`src/design/sqrt_cfg.svh`:
```
`ifndef SQRT_CFG_SVH
`define SQRT_CFG_SVH

// Width of the input radicand
`define SQRT_RADICAND_W 32

// Width of the root, also the number of pipeline stages
`define SQRT_ROOT_W 16

// Radicand bits consumed by one root-bit step
`define SQRT_BITS_PER_STAGE 2

`endif

```
`src/design/sqrt_pkg.sv`:
```
`include "sqrt_cfg.svh"

package sqrt_pkg;

    ////////////////////////////////////////////////////////////
    // Datapath vector types
    ////////////////////////////////////////////////////////////

    // Input radicand, also the unconsumed bits inside the pipeline
    typedef logic [`SQRT_RADICAND_W-1:0] radicand_t;

    // Partial or final root
    typedef logic [`SQRT_ROOT_W-1:0] root_t;

    // Partial or final remainder, bounded by twice the root
    typedef logic [`SQRT_ROOT_W:0] rem_t;

endpackage

```
`src/design/sqrt_stage_if.sv`:
```
`timescale 1ns/10ps

interface sqrt_stage_if;
    import sqrt_pkg::*;

    logic      valid;
    // Most significant unconsumed pair sits at the top
    radicand_t radicand;
    root_t     root;
    rem_t      rem;

    modport src (
        output valid,
        output radicand,
        output root,
        output rem
    );

    modport dst (
        input valid,
        input radicand,
        input root,
        input rem
    );

endinterface

```
`src/design/sqrt_capture.sv`:
```
`timescale 1ns/10ps

module sqrt_capture (
    input  logic                clk,
    input  logic                rst_n,
    input  logic                in_req,
    input  sqrt_pkg::radicand_t in_radicand,
    output logic                in_ack,
    input  logic                advance,
    sqrt_stage_if.src           launch
);
    import sqrt_pkg::*;

    logic      accept;
    logic      launch_valid;
    radicand_t launch_radicand;

    // New item only while the pipeline moves
    assign accept = in_req && !in_ack && advance;

    ////////////////////////////////////////////////////////////
    // Input four-phase handshake
    ////////////////////////////////////////////////////////////

    always_ff @(posedge clk or negedge rst_n) begin
        if (!rst_n) begin
            in_ack <= 1'b0;
        end else if (accept) begin
            in_ack <= 1'b1;
        end else if (!in_req) begin
            in_ack <= 1'b0;
        end
    end

    ////////////////////////////////////////////////////////////
    // Launch register
    ////////////////////////////////////////////////////////////

    always_ff @(posedge clk or negedge rst_n) begin
        if (!rst_n) begin
            launch_valid <= 1'b0;
        end else if (advance) begin
            launch_valid <= accept;
        end
    end

    always_ff @(posedge clk) begin
        if (accept) begin
            launch_radicand <= in_radicand;
        end
    end

    assign launch.valid    = launch_valid;
    assign launch.radicand = launch_radicand;
    // Root and remainder start from zero
    assign launch.root     = '0;
    assign launch.rem      = '0;

    // Request still up on the cycle the ack is seen
    a_ack_after_req : assert property (@(posedge clk) disable iff (!rst_n)
        $rose(in_ack) |-> in_req);

endmodule

```
`src/design/sqrt_stage.sv`:
```
`timescale 1ns/10ps
`include "sqrt_cfg.svh"

module sqrt_stage (
    input  logic      clk,
    input  logic      rst_n,
    input  logic      advance,
    sqrt_stage_if.dst up,
    sqrt_stage_if.src down
);
    import sqrt_pkg::*;

    // Remainder with the next radicand pair appended
    logic [`SQRT_ROOT_W+`SQRT_BITS_PER_STAGE:0]   shifted;
    // One extra bit on top catches the borrow
    logic [`SQRT_ROOT_W+`SQRT_BITS_PER_STAGE+1:0] diff;
    logic                                         borrow;
    radicand_t                                    next_radicand;
    root_t                                        next_root;
    rem_t                                         next_rem;

    ////////////////////////////////////////////////////////////
    // Restoring root-bit step
    ////////////////////////////////////////////////////////////

    always_comb begin
        shifted = {up.rem, up.radicand[`SQRT_RADICAND_W-1 -: `SQRT_BITS_PER_STAGE]};
        // Trial value is the root shifted left with a trailing one
        diff    = {1'b0, shifted} - {2'b00, up.root, 2'b01};
        borrow  = diff[`SQRT_ROOT_W+`SQRT_BITS_PER_STAGE+1];

        // Borrow means the trial was too big, so restore
        next_rem      = borrow ? shifted[`SQRT_ROOT_W:0] : diff[`SQRT_ROOT_W:0];
        next_root     = {up.root[`SQRT_ROOT_W-2:0], !borrow};
        next_radicand = up.radicand << `SQRT_BITS_PER_STAGE;
    end

    ////////////////////////////////////////////////////////////
    // Pipeline register
    ////////////////////////////////////////////////////////////

    logic      down_valid;
    radicand_t down_radicand;
    root_t     down_root;
    rem_t      down_rem;

    always_ff @(posedge clk or negedge rst_n) begin
        if (!rst_n) begin
            down_valid <= 1'b0;
        end else if (advance) begin
            down_valid <= up.valid;
        end
    end

    always_ff @(posedge clk) begin
        if (advance && up.valid) begin
            down_radicand <= next_radicand;
            down_root     <= next_root;
            down_rem      <= next_rem;
        end
    end

    assign down.valid    = down_valid;
    assign down.radicand = down_radicand;
    assign down.root     = down_root;
    assign down.rem      = down_rem;

    // Holds for every partial result down the array
    a_rem_bound : assert property (@(posedge clk) disable iff (!rst_n)
        down.valid |-> ({1'b0, down.rem} <= {1'b0, down.root, 1'b0}));

endmodule

```
`src/design/sqrt_result.sv`:
```
`timescale 1ns/10ps

module sqrt_result (
    input  logic            clk,
    input  logic            rst_n,
    sqrt_stage_if.dst       last,
    output logic            advance,
    output logic            out_req,
    input  logic            out_ack,
    output sqrt_pkg::root_t out_root,
    output sqrt_pkg::rem_t  out_rem
);

    logic slot_busy;
    logic load;

    ////////////////////////////////////////////////////////////
    // Slot occupancy and pipeline advance
    ////////////////////////////////////////////////////////////

    // Slot stays taken until the host has dropped out_ack again
    assign slot_busy = out_req || out_ack;
    assign load      = last.valid && !slot_busy;

    // Stall everything while the last item has nowhere to go
    assign advance = !(last.valid && slot_busy);

    ////////////////////////////////////////////////////////////
    // Output four-phase handshake
    ////////////////////////////////////////////////////////////

    always_ff @(posedge clk or negedge rst_n) begin
        if (!rst_n) begin
            out_req <= 1'b0;
        end else if (load) begin
            out_req <= 1'b1;
        end else if (out_ack) begin
            out_req <= 1'b0;
        end
    end

    always_ff @(posedge clk) begin
        if (load) begin
            out_root <= last.root;
            out_rem  <= last.rem;
        end
    end

    ////////////////////////////////////////////////////////////
    // Checks
    ////////////////////////////////////////////////////////////

    // Request and data held until the host answers
    a_req_stable : assert property (@(posedge clk) disable iff (!rst_n)
        out_req && !out_ack |=> out_req && $stable(out_root) && $stable(out_rem));

endmodule

```
`src/design/sqrt_array_top.sv`:
```
`timescale 1ns/10ps
`include "sqrt_cfg.svh"

module sqrt_array_top (
    input  logic                clk,
    input  logic                rst_n,
    input  logic                in_req,
    input  sqrt_pkg::radicand_t in_radicand,
    output logic                in_ack,
    output logic                out_req,
    input  logic                out_ack,
    output sqrt_pkg::root_t     out_root,
    output sqrt_pkg::rem_t      out_rem
);

    logic advance;

    // One slot per stage boundary, launch at 0 and result at the end
    sqrt_stage_if slot [0:`SQRT_ROOT_W] ();

    ////////////////////////////////////////////////////////////
    // Input side
    ////////////////////////////////////////////////////////////

    sqrt_capture u_capture (
        .clk         (clk),
        .rst_n       (rst_n),
        .in_req      (in_req),
        .in_radicand (in_radicand),
        .in_ack      (in_ack),
        .advance     (advance),
        .launch      (slot[0])
    );

    ////////////////////////////////////////////////////////////
    // Root-bit stages, most significant bit first
    ////////////////////////////////////////////////////////////

    for (genvar k = 0; k < `SQRT_ROOT_W; k++) begin : g_stage
        sqrt_stage u_stage (
            .clk     (clk),
            .rst_n   (rst_n),
            .advance (advance),
            .up      (slot[k]),
            .down    (slot[k+1])
        );
    end

    // Output side
    sqrt_result u_result (
        .clk      (clk),
        .rst_n    (rst_n),
        .last     (slot[`SQRT_ROOT_W]),
        .advance  (advance),
        .out_req  (out_req),
        .out_ack  (out_ack),
        .out_root (out_root),
        .out_rem  (out_rem)
    );

endmodule

```
`config.mk`:
```
export PLATFORM = sky130hd
export DESIGN_NAME = sqrt_array_top
export DESIGN_NICKNAME = d
export VERILOG_FILES = /design/src/design/sqrt_pkg.sv /design/src/design/sqrt_stage_if.sv /design/src/design/sqrt_capture.sv /design/src/design/sqrt_stage.sv /design/src/design/sqrt_result.sv /design/src/design/sqrt_array_top.sv
export VERILOG_INCLUDE_DIRS = /design/src /design/src/design
export SDC_FILE = /design/constraint.sdc
export NUM_CORES = 1
export LEC_CHECK = 0
export ABC_AREA = 1
export ABC_CLOCK_PERIOD_IN_PS = 5300
export BUFFER_PORTS_ARGS = -buffer_cell sky130_fd_sc_hd__buf_4
export CORE_MARGIN = 2
export CORE_UTILIZATION = 55
export CTS_CLUSTER_SIZE = 30
export DETAILED_ROUTE_END_ITERATION = 8
export PLACE_DENSITY_LB_ADDON = 0.2
export SYNTH_ARGS = -nofsm -noshare
export SYNTH_HDL_FRONTEND = slang
export SYNTH_SLANG_ARGS = --single-unit
```
`constraint.sdc`:
```
create_clock -name clk -period 5.3 [get_ports clk]
set_input_delay 0.265 -clock clk [delete_from_list [all_inputs] [get_ports clk]]
set_output_delay 0.265 -clock clk [all_outputs]
set_load 0.005 [all_outputs]
```
==> out/metrics.yaml <==
drtPass1Iterations: 5
path_delay_family: "simple AND/OR/NAND/NOR gates"
async_flop_share: 0.0266
dp_hpwl_mm: 51.7
cts-root-buf: "clkbuf_16"
vias: 23300
fp.dieW_um: 259
startpoint: "u_result.out_req"
r2r_start: "u_result.out_req"
dieArea_mm2: 0.0669
slew_headroom: 0.162
yosysSeqAreaShare: 0.599
layout-drive-gt1-share: 0.0988
grt_pass1_wl_mm: 112
worstHoldPathType: "primary input to asynchronous set/reset pin"
tns_ns: 0
fin_skew_ns: 0.0401
synth_cells: 3554
post-route-min-period_ns: 3.01
power.density_mw_per_mm2: 545
maxCapViolCount: 0
grt_pass1_vias: 22200
rows: 93
ys_types: 48
final.period_utilization: 0.568
io_pins: 71
nets: 3888
drc: 0
clk_pin_slew_ns: 0.06
setup_ws_ns: 2.29
p_leak_uw: 0.0173
area_delta_synth_final_pct: 12.4
io_buffers: 70
crit_buf_inv: 1
cp.arrival_ns: 3.26
fmax_mhz: 332
antenna_found_initial: 0
grt_max_degree: 48
clock_latency_ns: 0.66
cts_sinks: 714
avgSynthCellArea_um2: 10.0
wl_per_cell_um: 14.9
critPathLaunchType: "flop"
drtIter0Drc: 1575
hold_viol: 0
fillers: 5166
rsz0062_at_grt: "false"
cts_tree: "yes"
ant_nets: 0
crit_fanout: 47
ys_seq_elements: 714
syn_nets: 3728
cp_slowest_cell: "nor2_4"
htreeDepth: 3
pre_cts_slack_ns: 2.28
max_stage_delay_ns: 1.08
grt-ovfl-total: 0
cp.required_ns: 5.54
setup_viol: 0
wl_mm: 69.1
crit_chain: "or2_2 > nand2_2 > inv_2 > nor2_4"
track_usage: 0.210
routed_via_density: 5.03
cts_buffer_depth: 3
gp_congestion: 0.886
numCtsBuffers: 76
drv_slew: 0
postCtsResizedCells: 0
worstMarginPinSlew_ns: 1.25
worstSetupEndpointType: "flop"
synth_ff_type: "edfxtp_1"
worst-setup-path-type: "flop to flop"
status: "finished clean"
irDropWorstVdd_uv: 495
start_util: 0.555
netlist_area_mm2: 0.0356
dieHeight_um: 259
yosysWarnings: 0
synth_edf_count: 695
core_mm2: 0.0642
synth_stat cells (3+ instances only):
library cell | instances | area, um2
nand2_1 | 987 | 3700
edfxtp_1 | 695 | 20900
inv_1 | 621 | 2330
nor2_1 | 232 | 871
nand3_1 | 183 | 916
ha_1 | 138 | 1730
a21oi_1 | 118 | 591
o21ai_0 | 75 | 375
xor2_1 | 62 | 543
nand4_1 | 54 | 338
xnor2_1 | 44 | 385
nand3b_1 | 31 | 233
o21ai_1 | 30 | 150
o21ai_2 | 30 | 263
nor3_1 | 25 | 125
nand2_2 | 22 | 138
nand3_2 | 21 | 210
o21bai_1 | 21 | 158
a21oi_2 | 19 | 166
dfrtp_1 | 19 | 475
inv_2 | 19 | 71.3
nor2_2 | 18 | 113
or2_2 | 15 | 93.8
buf_6 | 10 | 113
and2_1 | 9 | 56.3
nand3_4 | 9 | 158
nor2_4 | 6 | 67.6
buf_2 | 4 | 20.0
buf_4 | 4 | 30.0
a21oi_4 | 3 | 48.8
buf_8 | 3 | 45.0
clkbuf_1 | 3 | 11.3
inv_4 | 3 | 18.8
report_power, final:
group | leakage, uW | switching (uW) | internal (uW)
Combinational | 0.00949 | 4690 | 2400
Sequential | 0.00657 | 807 | 8600
Clock | 0.00123 | 2220 | 3120
flip-flops by register name, summed over array words and instances, names as in the netlist:
| signal | count |
|---|---|
| u_capture.launch.radicand | 32 |
| u_result.out_req | 1 |
| u_result.out_rem | 17 |
| u_capture.in_ack | 1 |
| u_result.out_root | 16 |
| g_stage.u_stage.down.valid | 16 |
| g_stage.u_stage.down.radicand | 240 |
| g_stage.u_stage.down.root | 136 |
| g_stage.u_stage.down.rem | 254 |
| u_capture.launch.valid | 1 |
routing by layer:
| layer | track usage | wire (um) |
|---|---|---|
| met4 | 0.0708 | 2080 |
| met3 | 0.0330 | 2740 |
| met1 | 0.278 | 30800 |
| met2 | 0.357 | 33500 |
| met5 | 0 | 0 |
kinds of logic after synthesis:
group,synth area share
buffers and inverters,0.0753
DFF,0.599
and+or+nand+nor,0.201
AOI/OAI and AO/OA,0.0501
xor gates and xnor gates,0.0260
adders and majority gates,0.0484
other,0.000105
worst paths after layout:
| path | to | slack (ns) | depth (start not counted) |
|---|---|---|---|
| max in group asynchronous | u_result.out_req | 4.96 | 2 |
| max | g_stage[2].u_stage.down.radicand[22] | 2.29 | 4 |
| min | u_capture.in_ack | 0.06 | 2 |
| min reg2reg | u_result.out_rem[9] | 0.40 | 0 |
| max reg2reg | g_stage[2].u_stage.down.radicand[22] | 2.29 | 4 |
| min in group clk | u_capture.launch.radicand[1] | 0.34 | 2 |
stage by stage:
step	cell area [um2]	power (uW)	util	cells	hold slack, ns
CTS	40100	22000	0.624	4631	0.0457
finish	40100	21800	0.624	4632	0.0598
global placement	37100	16400	0.578	4456	0.169
floorplan	35600	14700	-	3554	-0.0306
detailed placement	37100	16500	0.578	4456	0.185
global route	40100	23300	0.624	4631	0.0520
final cells by class:
cell class | instances | area, um2 | share of cell area
Sequential cell | 714 | 21300 | 0.533
Clock inverter | 45 | 584 | 0.0146
Timing Repair Buffer | 109 | 906 | 0.0226
Tap cell | 855 | 1070 | 0.0267
Multi-Input combinational cell | 2170 | 11700 | 0.293
Antenna cell | 1 | 2.50 | 0.0000625
Inverter | 643 | 2420 | 0.0604
Clock buffer | 95 | 1990 | 0.0498
layout by cell type, fill, tap and decap left out, types with 74 or more instances in the layout:
| cell type | count |
|---|---|
| o21ai_0 | 75 |
| clkbuf_16 | 76 |
| inv_1 | 621 |
| buf_4 | 74 |
| nor2_1 | 215 |
| nand3_1 | 183 |
| nand2_1 | 987 |
| a21oi_1 | 118 |
| edfxtp_1 | 695 |
| ha_1 | 138 |
repair_timing:
action                                 CTS  global route
endpoints found under the hold margin   53             0
setup endpoints to repair                0             0
buffers inserted                         0             0
hold buffers                            35             0
Power figures use the tool's default switching activity.
